`src/common/psram_pkg.sv`:
```
// Shared constants and types for the lockstep quad-SPI PSRAM controller
// Every module refers to these by scoped name (psram_pkg::name)
package psram_pkg;

    localparam int NUM_DEVICES  = 3;    // PSRAMs driven in lockstep
    localparam int ADDR_WIDTH   = 23;
    localparam int WORD_WIDTH   = 16;   // One word per device per frame
    localparam int NIBBLE_WIDTH = 4;    // SIO bus width
    localparam int ADDR_NIBBLES = 6;    // 24-bit address on the bus, top bit padded
    localparam int WORD_NIBBLES = WORD_WIDTH / NIBBLE_WIDTH;
    localparam int CYCLE_WIDTH  = 5;    // Enough for a 20-cycle read frame

    // Power-up wait before the device clock may run
    localparam int INIT_DELAY_CYCLES = 12800;
    localparam int INIT_CNT_WIDTH    = $clog2(INIT_DELAY_CYCLES);
    localparam logic [INIT_CNT_WIDTH-1:0] INIT_LAST_COUNT = INIT_CNT_WIDTH'(INIT_DELAY_CYCLES - 1);

    // Command bytes
    localparam logic [7:0] CMD_RSTEN     = 8'h66;
    localparam logic [7:0] CMD_RST       = 8'h99;
    localparam logic [7:0] CMD_ENTER_QPI = 8'h35;
    localparam logic [7:0] CMD_QPI_READ  = 8'hEB;
    localparam logic [7:0] CMD_QPI_WRITE = 8'h38;

    // Frame layout, cycle index counted from 0 at mem_ce fall
    localparam logic [CYCLE_WIDTH-1:0] SPI_LAST_CYCLE    = 5'd7;
    localparam logic [CYCLE_WIDTH-1:0] ADDR_FIRST_CYCLE  = 5'd2;   // After two cmd nibbles
    localparam logic [CYCLE_WIDTH-1:0] WDATA_FIRST_CYCLE = 5'd8;
    localparam logic [CYCLE_WIDTH-1:0] WRITE_LAST_CYCLE  = 5'd11;
    localparam logic [CYCLE_WIDTH-1:0] RDATA_FIRST_CYCLE = 5'd15;  // After the wait cycles
    localparam logic [CYCLE_WIDTH-1:0] RDATA_LAST_CYCLE  = 5'd18;
    localparam logic [CYCLE_WIDTH-1:0] READ_LAST_CYCLE   = 5'd19;

    // User operation code, 0 and 3 are ignored
    typedef enum logic [1:0] {
        OP_NONE     = 2'd0,
        OP_WRITE    = 2'd1,
        OP_READ     = 2'd2,
        OP_RESERVED = 2'd3
    } psram_op_e;

    typedef enum logic [1:0] {
        FRAME_IDLE,
        FRAME_SPI,     // Init command, one bit per cycle on SIO0
        FRAME_WRITE,
        FRAME_READ
    } psram_frame_e;

    // One command byte, serial in SPI mode and nibble-wide in QPI mode
    typedef union packed {
        logic [7:0]                   bits;     // bits[7] goes out first
        logic [1:0][NIBBLE_WIDTH-1:0] nibbles;  // nibbles[1] goes out first
    } psram_cmd_u;

    typedef struct packed {
        logic [ADDR_WIDTH-1:0]                  addr;
        psram_op_e                              op;
        logic [NUM_DEVICES-1:0][WORD_WIDTH-1:0] wdata;  // Index is the device
    } psram_req_t;

    typedef struct packed {
        psram_frame_e           kind;
        logic [CYCLE_WIDTH-1:0] cycle;
    } psram_phase_t;

    // Pin-side view of one SIO bus
    typedef struct packed {
        logic [NIBBLE_WIDTH-1:0] dout;
        logic                    oe;
    } psram_bus_t;

endpackage

```
`src/design/psram_engine/psram_frame_counter.sv`:
```
// Frame timing for all three devices
// Starts an SPI, write or read frame on spi_go or accept, counts the
// cycle index up to the last cycle of that kind, and drives mem_ce,
// busy and a one-cycle frame_done when the frame closes
`timescale 1ns/100ps

module psram_frame_counter (
    input  logic                    clk_PSRAM,
    input  logic                    reset,
    input  logic                    spi_go,
    input  logic                    accept,
    input  psram_pkg::psram_op_e    op,
    output psram_pkg::psram_phase_t phase,
    output logic                    busy,
    output logic                    frame_done,
    output logic                    mem_ce
);

    logic [psram_pkg::CYCLE_WIDTH-1:0] last_cycle;  // Last index of the running frame

    always_comb begin
        case (phase.kind)
            psram_pkg::FRAME_SPI:   last_cycle = psram_pkg::SPI_LAST_CYCLE;
            psram_pkg::FRAME_WRITE: last_cycle = psram_pkg::WRITE_LAST_CYCLE;
            default:                last_cycle = psram_pkg::READ_LAST_CYCLE;
        endcase
    end

    assign busy = (phase.kind != psram_pkg::FRAME_IDLE);

    always_ff @(posedge clk_PSRAM) begin
        if (reset) begin
            phase.kind  <= psram_pkg::FRAME_IDLE;
            phase.cycle <= '0;
            frame_done  <= 1'b0;
            mem_ce      <= 1'b1;   // Active low, deselected
        end else begin
            frame_done <= 1'b0;
            if (!busy) begin
                if (spi_go) begin
                    // Init command, only seen before qpi_on
                    phase.kind  <= psram_pkg::FRAME_SPI;
                    phase.cycle <= '0;
                    mem_ce      <= 1'b0;
                end else if (accept) begin
                    phase.kind  <= (op == psram_pkg::OP_WRITE) ? psram_pkg::FRAME_WRITE
                                                               : psram_pkg::FRAME_READ;
                    phase.cycle <= '0;
                    mem_ce      <= 1'b0;
                end
            end else if (phase.cycle == last_cycle) begin
                phase.kind  <= psram_pkg::FRAME_IDLE;   // Close the frame
                phase.cycle <= '0;
                mem_ce      <= 1'b1;
                frame_done  <= 1'b1;                    // Same clock as mem_ce rise
            end else begin
                phase.cycle <= phase.cycle + 1'b1;
            end
        end
    end

    // Chip enable tracks the frame exactly
    ce_matches_busy: assert property (
        @(posedge clk_PSRAM) disable iff (reset)
        mem_ce == !busy
    );

    frame_done_single: assert property (
        @(posedge clk_PSRAM) disable iff (reset)
        frame_done |=> !frame_done
    );

endmodule

```
`src/design/psram_engine/psram_sio_io.sv`:
```
// Bus side of the frame engine
// Decodes the nibble and output enable of each SIO bus from the
// registered frame phase, and shifts the read nibbles into one word
// per device during the data cycles of a read frame
`timescale 1ns/100ps

module psram_sio_io (
    input  logic                    clk_PSRAM,
    input  logic                    reset,
    input  psram_pkg::psram_phase_t phase,
    input  psram_pkg::psram_cmd_u   cmd,
    input  psram_pkg::psram_req_t   req,
    input  logic [psram_pkg::NUM_DEVICES-1:0][psram_pkg::NIBBLE_WIDTH-1:0] sio_in,
    output psram_pkg::psram_bus_t [psram_pkg::NUM_DEVICES-1:0] bus_out,
    output logic [psram_pkg::NUM_DEVICES-1:0][psram_pkg::WORD_WIDTH-1:0] rdata
);

    psram_pkg::psram_cmd_u qpi_cmd;    // EBh or 38h, sent as nibbles
    logic [psram_pkg::ADDR_NIBBLES-1:0][psram_pkg::NIBBLE_WIDTH-1:0] addr_nib;
    logic [psram_pkg::NUM_DEVICES-1:0][psram_pkg::WORD_NIBBLES-1:0]
          [psram_pkg::NIBBLE_WIDTH-1:0] wdata_nib;
    logic [psram_pkg::CYCLE_WIDTH-1:0] bit_step;    // Serial bit index, MSB first
    logic [psram_pkg::CYCLE_WIDTH-1:0] addr_step;   // Address nibbles still to go
    logic [psram_pkg::CYCLE_WIDTH-1:0] data_step;   // Write nibbles still to go
    logic [psram_pkg::NUM_DEVICES-1:0] oe_vec;
    logic                              rd_window;   // Device owns the bus

    assign addr_nib  = {1'b0, req.addr};   // Pad to 24 bits
    assign wdata_nib = req.wdata;

    assign bit_step  = psram_pkg::SPI_LAST_CYCLE - phase.cycle;
    assign addr_step = psram_pkg::WDATA_FIRST_CYCLE - phase.cycle - 5'd1;
    assign data_step = psram_pkg::WRITE_LAST_CYCLE - phase.cycle;

    assign rd_window = (phase.kind == psram_pkg::FRAME_READ) &&
                       (phase.cycle >= psram_pkg::RDATA_FIRST_CYCLE) &&
                       (phase.cycle <= psram_pkg::RDATA_LAST_CYCLE);

    // Bus decode, all inputs come from registers
    always_comb begin
        qpi_cmd.bits = (phase.kind == psram_pkg::FRAME_READ) ? psram_pkg::CMD_QPI_READ
                                                             : psram_pkg::CMD_QPI_WRITE;
        for (int d = 0; d < psram_pkg::NUM_DEVICES; d++) begin
            bus_out[d].dout = '0;
            bus_out[d].oe   = 1'b0;
            case (phase.kind)
                psram_pkg::FRAME_SPI: begin
                    // Serial command on SIO0, other lines held low
                    bus_out[d].dout = {{(psram_pkg::NIBBLE_WIDTH-1){1'b0}},
                                       cmd.bits[bit_step[2:0]]};
                    bus_out[d].oe   = 1'b1;
                end
                psram_pkg::FRAME_WRITE, psram_pkg::FRAME_READ: begin
                    if (phase.cycle < psram_pkg::ADDR_FIRST_CYCLE) begin
                        bus_out[d].dout = qpi_cmd.nibbles[~phase.cycle[0]];  // High first
                        bus_out[d].oe   = 1'b1;
                    end else if (phase.cycle < psram_pkg::WDATA_FIRST_CYCLE) begin
                        bus_out[d].dout = addr_nib[addr_step[2:0]];
                        bus_out[d].oe   = 1'b1;
                    end else if (phase.kind == psram_pkg::FRAME_WRITE) begin
                        bus_out[d].dout = wdata_nib[d][data_step[1:0]];
                        bus_out[d].oe   = 1'b1;
                    end
                    // Read frames release the bus after the address
                end
                default: ;
            endcase
            oe_vec[d] = bus_out[d].oe;
        end
    end

    // Read word assembly, high nibble arrives first
    always_ff @(posedge clk_PSRAM) begin
        if (reset) begin
            rdata <= '0;
        end else if (rd_window) begin
            for (int d = 0; d < psram_pkg::NUM_DEVICES; d++) begin
                rdata[d] <= {rdata[d][psram_pkg::WORD_WIDTH-psram_pkg::NIBBLE_WIDTH-1:0],
                             sio_in[d]};
            end
        end
    end

    // No contention with the devices while they drive read data
    no_drive_in_read: assert property (
        @(posedge clk_PSRAM) disable iff (reset)
        rd_window |-> (oe_vec == '0)
    );

endmodule

```
`src/design/psram_init/psram_init_sequencer.sv`:
```
// Power-up sequencer for the PSRAM devices
// Keeps the device clock off for the start-up delay, then issues the
// SPI commands reset-enable, reset and enter-QPI, one frame each,
// and finally raises qpi_on for the user side
`timescale 1ns/100ps

module psram_init_sequencer (
    input  logic                  clk_PSRAM,
    input  logic                  reset,
    input  logic                  frame_done,
    output logic                  spi_go,
    output psram_pkg::psram_cmd_u cmd,
    output logic                  mem_clk_en,
    output logic                  qpi_on
);

    typedef enum logic [2:0] {
        ST_DELAY,       // Clock held off
        ST_RSTEN,
        ST_RST,
        ST_ENTER_QPI,
        ST_READY        // QPI mode, user frames allowed
    } init_state_e;

    init_state_e                              state;
    logic [psram_pkg::INIT_CNT_WIDTH-1:0]     delay_cnt;

    always_ff @(posedge clk_PSRAM) begin
        if (reset) begin
            state     <= ST_DELAY;
            delay_cnt <= '0;
            spi_go    <= 1'b0;
            qpi_on    <= 1'b0;
        end else begin
            spi_go <= 1'b0;    // One-cycle pulse
            case (state)
                ST_DELAY: begin
                    if (delay_cnt == psram_pkg::INIT_LAST_COUNT) begin
                        state  <= ST_RSTEN;
                        spi_go <= 1'b1;    // First command right away
                    end else begin
                        delay_cnt <= delay_cnt + 1'b1;
                    end
                end
                ST_RSTEN: begin
                    if (frame_done) begin
                        state  <= ST_RST;
                        spi_go <= 1'b1;
                    end
                end
                ST_RST: begin
                    if (frame_done) begin
                        state  <= ST_ENTER_QPI;
                        spi_go <= 1'b1;
                    end
                end
                ST_ENTER_QPI: begin
                    if (frame_done) begin
                        state  <= ST_READY;
                        qpi_on <= 1'b1;    // One clock after last frame_done
                    end
                end
                default: ;                 // READY is terminal
            endcase
        end
    end

    // Command byte follows the state, so it holds through the frame
    always_comb begin
        case (state)
            ST_RSTEN:     cmd.bits = psram_pkg::CMD_RSTEN;
            ST_RST:       cmd.bits = psram_pkg::CMD_RST;
            ST_ENTER_QPI: cmd.bits = psram_pkg::CMD_ENTER_QPI;
            default:      cmd.bits = 8'h00;
        endcase
    end

    assign mem_clk_en = (state != ST_DELAY);   // Device clock off only in delay

    // Once in QPI mode the device never goes back to SPI
    qpi_on_sticky: assert property (
        @(posedge clk_PSRAM) disable iff (reset)
        qpi_on |=> qpi_on
    );

endmodule

```
`src/design/psram_request_latch.sv`:
```
// Input side of the controller
// Qualifies quad_start against qpi_on, busy and the op code, and holds
// the address, op and write words of the accepted frame
`timescale 1ns/100ps

module psram_request_latch (
    input  logic                          clk_PSRAM,
    input  logic                          reset,
    input  logic                          quad_start,
    input  psram_pkg::psram_op_e          read_write,
    input  logic [psram_pkg::ADDR_WIDTH-1:0] address,
    input  logic [psram_pkg::NUM_DEVICES-1:0][psram_pkg::WORD_WIDTH-1:0] data_in,
    input  logic                          qpi_on,
    input  logic                          busy,
    output logic                          accept,
    output psram_pkg::psram_req_t         req
);

    logic op_valid;    // Only read and write start a frame

    assign op_valid = (read_write == psram_pkg::OP_READ) ||
                      (read_write == psram_pkg::OP_WRITE);

    // Same-cycle strobe ignored while busy or before init is done
    assign accept = quad_start && qpi_on && !busy && op_valid;

    // Payload held until the next accept
    always_ff @(posedge clk_PSRAM) begin
        if (accept) begin
            req.addr  <= address;
            req.op    <= read_write;
            req.wdata <= data_in;
        end
    end

    // An accepted request starts the engine on the next clock
    accept_starts_frame: assert property (
        @(posedge clk_PSRAM) disable iff (reset)
        accept |=> busy
    );

endmodule

```
`src/design/psram_top.sv`:
```
// Top level of the three-device quad-SPI PSRAM controller
// Connects the request latch, the init sequencer and the frame engine
// to the user interface and the split SIO pins
`timescale 1ns/100ps

module psram_top (
    input  logic                             clk_PSRAM,
    input  logic                             reset,
    input  logic                             quad_start,
    input  psram_pkg::psram_op_e             read_write,
    input  logic [psram_pkg::ADDR_WIDTH-1:0] address,
    input  logic [psram_pkg::NUM_DEVICES-1:0][psram_pkg::WORD_WIDTH-1:0]   data_in,
    input  logic [psram_pkg::NUM_DEVICES-1:0][psram_pkg::NIBBLE_WIDTH-1:0] sio_in,
    output logic [psram_pkg::NUM_DEVICES-1:0][psram_pkg::WORD_WIDTH-1:0]   data_out,
    output psram_pkg::psram_bus_t [psram_pkg::NUM_DEVICES-1:0]             sio_out,
    output logic                             mem_ce,
    output logic                             mem_clk_en,
    output logic                             qpi_on,
    output logic                             endcommand
);

    logic                    accept;
    psram_pkg::psram_req_t   req;
    logic                    spi_go;
    psram_pkg::psram_cmd_u   cmd;
    psram_pkg::psram_phase_t phase;
    logic                    busy;
    logic                    frame_done;   // Also the user end strobe

    assign endcommand = frame_done;

    psram_request_latch psram_request_latch_inst (
        .clk_PSRAM  (clk_PSRAM),
        .reset      (reset),
        .quad_start (quad_start),
        .read_write (read_write),
        .address    (address),
        .data_in    (data_in),
        .qpi_on     (qpi_on),
        .busy       (busy),
        .accept     (accept),
        .req        (req)
    );

    psram_init_sequencer psram_init_sequencer_inst (
        .clk_PSRAM  (clk_PSRAM),
        .reset      (reset),
        .frame_done (frame_done),
        .spi_go     (spi_go),
        .cmd        (cmd),
        .mem_clk_en (mem_clk_en),
        .qpi_on     (qpi_on)
    );

    // Frame kind comes from the live op, as accept is same-cycle
    psram_frame_counter psram_frame_counter_inst (
        .clk_PSRAM  (clk_PSRAM),
        .reset      (reset),
        .spi_go     (spi_go),
        .accept     (accept),
        .op         (read_write),
        .phase      (phase),
        .busy       (busy),
        .frame_done (frame_done),
        .mem_ce     (mem_ce)
    );

    psram_sio_io psram_sio_io_inst (
        .clk_PSRAM  (clk_PSRAM),
        .reset      (reset),
        .phase      (phase),
        .cmd        (cmd),
        .req        (req),
        .sio_in     (sio_in),
        .bus_out    (sio_out),
        .rdata      (data_out)
    );

endmodule

```
`config.mk`:
```
export PLATFORM = sky130hd
export DESIGN_NAME = psram_top
export DESIGN_NICKNAME = d
export VERILOG_FILES = /design/src/common/psram_pkg.sv /design/src/design/psram_engine/psram_frame_counter.sv /design/src/design/psram_engine/psram_sio_io.sv /design/src/design/psram_init/psram_init_sequencer.sv /design/src/design/psram_request_latch.sv /design/src/design/psram_top.sv
export SDC_FILE = /design/constraint.sdc
export NUM_CORES = 1
export LEC_CHECK = 0
export ABC_AREA = 1
export BUFFER_PORTS_ARGS = -buffer_cell sky130_fd_sc_hd__buf_4
export CAP_MARGIN = 40
export CELL_PAD_IN_SITES_DETAIL_PLACEMENT = 2
export CELL_PAD_IN_SITES_GLOBAL_PLACEMENT = 2
export CORE_MARGIN = 8
export CORE_UTILIZATION = 34
export CTS_CLUSTER_SIZE = 12
export DETAILED_ROUTE_END_ITERATION = 10
export HOLD_SLACK_MARGIN = 0.1
export PLACE_DENSITY_LB_ADDON = 0.1
export SLEW_MARGIN = 10
export SYNTH_ARGS = -nofsm -noshare
export SYNTH_HDL_FRONTEND = slang
export SYNTH_HIERARCHICAL = 1
export SYNTH_SLANG_ARGS = --single-unit
export TNS_END_PERCENT = 50
```
`constraint.sdc`:
```
create_clock -name clk_PSRAM -period 9.9 [get_ports clk_PSRAM]
set_input_delay 0.99 -clock clk_PSRAM [delete_from_list [all_inputs] [get_ports clk_PSRAM]]
set_output_delay 0.99 -clock clk_PSRAM [all_outputs]
set_load 0.05 [all_outputs]
```
* After elaboration in Yosys (flattened, before gate mapping)
Index checks and enable logic that the tools add are counted.
** Storage, ports and cells
- Register bits after elaboration :: 147
- Word-level logic and storage cells :: 112
- Bits of input ports :: 88
- Output and inout bits :: 67
** Cells by class
- $add $sub $neg :: 6
- Equality and inequality tests :: 15
- Order comparisons :: 8
- Mux-type cells :: 46
- Bitwise operators :: 3
- Reductions and logical operators :: 19
** Operators by type and width (number)
- two-way mux 5 bit :: 10
- case mux 5 bit (2 select lines) :: 4
- binary-select mux 4 bit (select 2 bit) :: 3
- two-way mux 4 bit :: 6
- case mux 8 bit (3 select lines) :: 1
- two-way mux 7 bit :: 3
- adder 14 x 1 -> 14 bit, second input constant :: 1
- == test 14 bit, second input constant :: 1
- binary-select mux 4 bit (select 3 bit) :: 1
- two-way mux 3 bit :: 4
- case mux 3 bit (4 select lines) :: 1
- two-way mux 1 bit :: 9
- less-than comparator 3 x 4 -> 1 bit, second input constant :: 2
- two-way mux 8 bit :: 1
- != test 2 x 1 -> 1 bit, second input constant :: 4
- == test 2 bit, second input constant :: 3
- == test 3 x 2 -> 1 bit, second input constant :: 2
- AND reduction 2 bit :: 3
- nonzero test 3 bit :: 2
- OR reduction 2 bit :: 3
- adder 5 x 1 -> 5 bit, second input constant :: 1
- == test 5 bit :: 1
- greater-or-equal comparator 5 x 4 -> 1 bit, second input constant :: 1
- less-or-equal comparator 5 bit, second input constant :: 1
- 22 further kinds :: 29

* Longest topological paths before layout
Gate-level depths: netlist (run 1).
- Depth in word-level cells :: 7
- Gate-level depth with buffers :: 12
- Mapped depth without buffers :: 11

* Modules after synthesis
Netlist (run 1), hierarchy kept.
** By module, submodules not included
- psram_sio_io :: seq. area each 960.9 um2, area an instance 2854.0 um2, cells each 442, instances 1
- psram_request_latch :: seq. area each 2192.1 um2, area an instance 2225.9 um2, cells each 81, instances 1
- psram_init_sequencer :: seq. area each 380.4 um2, area an instance 1102.3 um2, cells each 164, instances 1
- psram_frame_counter :: seq. area each 180.2 um2, area an instance 526.8 um2, cells each 71, instances 1

* Worst setup path before layout (run 1)
Ideal clock, no wire load.
- Path kind :: input-to-reg
- Start point :: in quad_start
- End point :: reg psram_frame_counter_inst.mem_ce
- Arrival :: 3.546 ns
- Required time :: 9.778 ns
- Cell stages on the path :: 7
- Buffers on the path :: 0
- Library setup time :: 0.122 ns
- Setup slack :: 6.232 ns
- Cell sequence :: nand3_1 -> nor2_2 -> nor2_1 -> nor2_1 -> inv_1 -> nand3_1 -> nand3_1
** On the way
- Cells in the longest elaborated chain, start to end :: 5
** Ends and longest elaborated chain
- start: declaration :: line psram_top.sv:9 : input logic quad_start,
- logical AND 1 bit (3 in a row) :: line psram_request_latch.sv:25 : assign accept = quad_start && qpi_on && !busy && op_valid;
- net accept :: line psram_top.sv:22 : logic accept;
- nonzero test 3 bit (no source line)
- AND reduction 2 bit (no source line)
- end signal: assignment :: line psram_frame_counter.sv:44 : mem_ce <= 1'b0;
- end signal: assignment :: line psram_frame_counter.sv:49 : mem_ce <= 1'b0;
- end signal: assignment :: line psram_frame_counter.sv:54 : mem_ce <= 1'b1;
- end: declaration :: line psram_frame_counter.sv:16 : output logic mem_ce
The timed path passes the listed nets, and every way through them passes these cells.
A chain may end at the register's enable or synchronous reset.

==> out/qor.yml, run 1 <==
setup_slack_ns: 6.50
htreeDepth: 4
fin_crit_ns: 3.40
powerDensity_nw_per_um2: 159
post-route-cell-area_um2: 8600
syn-instance-count: 756
endpoint_kind: "primary output"
setup_viol: 0
pre_cts_ws_ns: 6.93
numCtsBuffers: 17
r2r-start: "psram_frame_counter_inst/phase[0]$_SDFFE_PP0P_"
use_met2_pct: 32.4
swShare_pct: 22.4
cts.repair.resized: 0
synth_fp_nets: 852
skew_ns: 0.0136
cap_violations: 0
port-buffer-count: 154
reg2reg_slack_ns: 7.32
finalCritPeriodShare_pct: 34.3
die_w_um: 156
rsz0062_at_grt: "no"
ctsHoldBuffers: 0
hold_viol: 0
slew_headroom_pct: 47.2
coreArea_um2: 19300
reg2regPathDepth: 9
slew_violations: 0
ir_worst_vdd_uv: 103
cp.arrival_ns: 2.41
drc: 0
gr-usage-all-layers_pct: 18.6
place_congestion: 0.809
post_dp_cell_area_um2: 7990
final_cell_mix: "nand2_1, buf_4, dfxtp_1"
clock_sinks: 147
fp-row-count: 51
final.setup.tns_ns: 0
grt_pass1_vias: 6576
clkPwrFrac_pct: 49.1
clk_latency_ns: 0.43
slowest_stage: "buf_4"
grt_pass1_wl_mm: 35.4
syn_avg_cell_area_um2: 8.79
hold_class: "reg -> reg"
crit_required_ns: 8.91
startpoint_type: "flop"
max_freq_mhz: 294
cts_tree: "yes"
hold_start: "psram_sio_io_inst/rdata[14]$_SDFFE_PP0P_"
holdPathEnd: "psram_sio_io_inst/rdata[14]$_SDFFE_PP0P_"
via_per_inst: 5.06
clockBufferDepth: 2
totalWireLength_mm: 22.6
route.vias.total: 5905
grt_use_met1_pct: 21.2
p_switching_w: 0.000307
combPwrFrac_pct: 4.0
crit_top_cell: "nand2_1"
nets: 986
path_clk_slew_ns: 0.07
grtUsageMet3_pct: 4.96
layout-drive-gt1-share_pct: 25.2
postCtsSetupRepairBufs: 0
status: "finished clean"
initialDrtViolationCount: 247
antenna_found_initial: 0
synthToLayoutAreaGrowth_pct: 29.3
drt_pass1_iterations: 4
antennaDiodeCount: 0
die_h_um: 156
p_leak_nw: 3.40
dp_hpwl_mm: 15.7
p_int_w: 0.00106
critPathMaxFanout: 44
ioPinCount: 155
syn_area_um2: 6650
fin_hold_ws_ns: 0.470
grt_start_max_net_pins: 69
min_delay_path_depth: 2
layout_commonest_cell: "nand2_1"
cts-root-buf: "clkbuf_16"
die_area_um2: 24300
total_power_w: 0.00137
p_seq_share_pct: 46.9
crit_chain: "buf_4, nand2_1, inv_2, nand2_1, a21oi_1, nand2_1, nand3_1, nand2_1, inv_1, buf_4"
top_usage_layer: "met2"
grt_overflow_total: 0
worstReg2RegEnd: "psram_sio_io_inst/rdata[7]$_SDFFE_PP0P_"
start_util_pct: 34.4
post_drt_wl_per_cell_um: 19.3
ant_nets: 0
synth_warnings: 6
worst_slew_pin_slew_ns: 0.791
crit_type: "reg -> out"
slowest_delay_ns: 0.44
[layer usage]
metal,share of wire [%],vias to the layer above
li1,-,2830
met1,42,2915
met2,50,130
met3,5.4,30
met4,2.0,0
met5,0,-
[critical path: cells and delay by family, from the launching register on]
kind	cells	cell delay, ns
buffers and inverters	4	0.91
and+or+nand+nor	5	0.58
DFF	1	0.34
AOI/OAI and AO/OA	1	0.13
[state kept, by name (all words and copies together), names as in the netlist, 3 cells and up]
| signal | cells |
|---|---|
| psram_sio_io_inst/rdata | 48 |
| psram_frame_counter_inst/phase | 7 |
| psram_init_sequencer_inst/delay_cnt | 14 |
| psram_init_sequencer_inst/state | 3 |
| psram_request_latch_inst/req | 71 |
[per-stage QoR]
stage	std cells	utilization, %
6_report	1168	44.5
5_1_grt	1168	44.5
4_1_cts	1168	44.5
3_5_place_dp	1136	41.3
3_3_place_gp	1134	41.1
2_1_floorplan	756	-
[final cells by class]
type,instances,area (µm²)
tap,265,332
fill,2125,10700
sequential,147,3650
inverter,59,221
clock inverter,11,109
multi-input combinational,502,2520
timing repair buffer,163,1260
clock buffer,21,504
[power by group through the flow]
stage	Combinational, W	Clock (W)	Sequential (W)
6_report	0.0000544	0.000672	0.000642
5_1_grt	0.0000602	0.000710	0.000642
4_1_cts	0.0000560	0.000687	0.000642
3_5_place_dp	0.0000550	0	0.000655
3_3_place_gp	0.0000525	0	0.000655
2_1_floorplan	0.0000209	0	0.000655
[how the worst max path moves through the flow]
| stage | from | endpoint | slack (ns) | cells after the start |
|---|---|---|---|---|
| after global routing | psram_frame_counter_inst/phase[0]$_SDFFE_PP0P_ | sio_out[4] | 6.31 | 10 |
| after global placement | psram_frame_counter_inst/phase[6]$_SDFFE_PP0P_ | sio_out[8] | 6.55 | 8 |
| after detailed placement | psram_frame_counter_inst/phase[0]$_SDFFE_PP0P_ | sio_out[4] | 6.93 | 10 |
| after floorplan | quad_start | psram_frame_counter_inst/mem_ce$_SDFFE_PP1P_ | 6.28 | 7 |
| after CTS | psram_frame_counter_inst/phase[0]$_SDFFE_PP0P_ | sio_out[4] | 6.44 | 10 |
| final | psram_frame_counter_inst/phase[0]$_SDFFE_PP0P_ | sio_out[4] | 6.50 | 10 |
(Power assumes the default switching activity.)
==> run 2, diff against run 1 <==
- CORE_UTILIZATION: 34 -> 32
- clock period: 9.9 -> 3.3 ns (I/O delays scaled with it)
==> run 2 against run 1 <==
Sequential share of layout area decreased by 3.1 points. Cell count rose by 6.5%. Count of clock-buffer cells in the layout decreased by 1. Non-clock buffer count increased by 71. First-iteration DRC count is 15% higher. Register-to-register slack got worse by 6.7 ns. Critical path depth did not move. Core utilization up 1.2 points. Combinational power grew to 4.4 times the previous value. Cell area grew 7.8%. Wire length is 16% higher. Sequential power rose to 3.0 times the previous value. Largest cell class unchanged.
==> out/qor.yml, run 2 (synthesized netlist as in run 1, its figures left out) <==
antenna_found_initial: 0  # unchanged
total_power_w: 0.00416  # +200%
setup_slack_ns: 0.175  # -6.32 ns
largest_reg_flops: 71  # unchanged
grt_use_met1_pct: 21.9  # +0.62 points
die_h_um: 160  # +2.8%
max_freq_mhz: 320
endpoint_kind: "primary output"
synthToLayoutAreaGrowth_pct: 39.4
slew_headroom_pct: 43.9  # -3.3 points
hold_start: "sio_in[10]"
clock_sinks: 147  # unchanged
fin_crit_ns: 3.12
final.setup.tns_ns: 0  # unchanged
min_delay_path_depth: 3  # +1
ioPinCount: 155  # unchanged
status: "finished clean"
powerDensity_nw_per_um2: 448  # +180%
ir_worst_vdd_uv: 270  # +160%
clockBufferDepth: 2  # unchanged
htreeDepth: 4  # unchanged
crit_required_ns: 2.97  # -5.94 ns
clk_latency_ns: 0.43  # about the same
fp-row-count: 52  # +2.0%
worstReg2RegEnd: "psram_sio_io_inst/rdata[13]$_SDFFE_PP0P_"
r2r-start: "psram_frame_counter_inst/phase[6]$_SDFFE_PP0P_"
die_area_um2: 25600  # +5.6%
rsz0062_at_grt: "no"
use_met2_pct: 36.9  # +4.5 points
holdPathEnd: "psram_sio_io_inst/rdata[34]$_SDFFE_PP0P_"
worst_slew_pin_slew_ns: 0.841  # +0.0495 ns
utilization_pct: 45.7  # +1.2 points
setup_viol: 0  # unchanged
regMostFlops: "psram_request_latch_inst/req"
nFillCells: 2184  # +2.8%
reg_top3: "psram_request_latch_inst/req (71), psram_sio_io_inst/rdata (48), psram_init_sequencer_inst/delay_cnt (14)"
crit_type: "reg -> out"
drt_pass1_iterations: 4  # unchanged
gr-usage-all-layers_pct: 19.8  # +1.2 points
layout_commonest_cell: "nand2_1"
drc: 0  # unchanged
cts.repair.resized: 0  # unchanged
skew_ns: 0.0116  # -0.00205 ns
finalCritPeriodShare_pct: 94.7
grt_start_max_net_pins: 69  # unchanged
place_congestion: 0.775  # -4.2%
pre_cts_ws_ns: 0.721  # -6.21 ns
hold_class: "in -> reg"
hold_viol: 0  # unchanged
die_w_um: 160  # +2.8%
fin_hold_ws_ns: 0.204  # -0.266 ns
p_leak_nw: 3.68  # +8.2%
grtUsageMet3_pct: 5.27  # +0.31 points
via_per_inst: 5.11  # +1.1%
ant_nets: 0  # unchanged
port-buffer-count: 154  # unchanged
reg2reg_slack_ns: 0.64  # -6.68 ns
critPathMaxFanout: 18  # -59%
top_usage_layer: "met2"
grt_pass1_vias: 7040  # +7.1%
start_util_pct: 32.8  # -1.6 points
antennaDiodeCount: 0  # unchanged
grt_overflow_total: 0  # unchanged
cts_tree: "yes"
final_cell_mix: "nand2_1, buf_4, dfxtp_1"
route.vias.total: 6360  # +7.7%
post_drt_wl_per_cell_um: 21.1  # +9.4%
cap_violations: 0  # unchanged
cp.arrival_ns: 2.79  # +0.38 ns
startpoint: "psram_frame_counter_inst/phase[1]$_SDFFE_PP0P_"
dp_hpwl_mm: 16.2  # +3.1%
grt_pass1_wl_mm: 40.1  # +13%
cts-root-buf: "clkbuf_16"
numCtsBuffers: 17  # unchanged
nets: 1057  # +7.2%
reg2regPathDepth: 7  # -2
coreArea_um2: 20300  # +5.0%
initialDrtViolationCount: 283  # +15%
slew_violations: 0  # unchanged
totalWireLength_mm: 26.3  # +16%
path_clk_slew_ns: 0.07  # about the same
startpoint_type: "flop"
layout-drive-gt1-share_pct: 23.5  # -1.7 points
## run 2: worst max-delay path by stage
| stage | to | slack (ns) |
|---|---|---|
| 3_5_place_dp | psram_sio_io_inst/rdata[22]$_SDFFE_PP0P_ | 0.72 |
| 2_1_floorplan | psram_frame_counter_inst/mem_ce$_SDFFE_PP1P_ | 0.68 |
| 6_report | sio_out[12] | 0.18 |
| 4_1_cts | sio_out[12] | 0.27 |
| 5_1_grt | sio_out[12] | 0.02 |
| 3_3_place_gp | psram_request_latch_inst/req[33]$_DFFE_PP_ | 0.89 |
## run 2: metal layers
metal	vias to the layer above	wire length, µm
li1	2970	-
met1	3212	10600
met2	156	14100
met3	22	1350
met4	0	337
met5	-	0
## run 2: worst max-delay path, stage by stage, from the launching register on
cell and delay (ns):
dfxtp_1 0.77, inv_2 0.32, nor2_2 0.27, o21a_1 0.20, o21ai_1 0.08, nand2_1 0.12
nand2_1 0.12, nand3_1 0.13, nand2_1 0.08, inv_1 0.09, buf_4 0.19
## run 2: what timing repair did
action	in CTS	in global routing
hold endpoints to repair	70	1
setup buffers	0	0
endpoints found under the setup margin	0	0
hold buffers	70	1
## run 2: power by group
| part | internal, W | switching (W) |
|---|---|---|
| sequential | 0.00192 | 0.0000105 |
| clock | 0.00112 | 0.000867 |
| combinational | 0.000138 | 0.000103 |
## run 2: through the flow
step           std cells  instance area (µm²)
2_1_floorplan        756                 6650
3_3_place_gp        1141                 7960
3_5_place_dp        1141                 7960
4_1_cts             1243                 9260
5_1_grt             1244                 9270
6_report            1244                 9270
## run 2: cell type report
cell class                      instances  area, µm²  area share, %
Clock buffer                           20        500           5.40
Clock inverter                         12        101           1.09
Inverter                               59        221           2.39
Multi-Input combinational cell        502       2520           27.2
Sequential cell                       147       3650           39.4
Tap cell                              270        338           3.64
Timing Repair Buffer                  234       1930           20.9
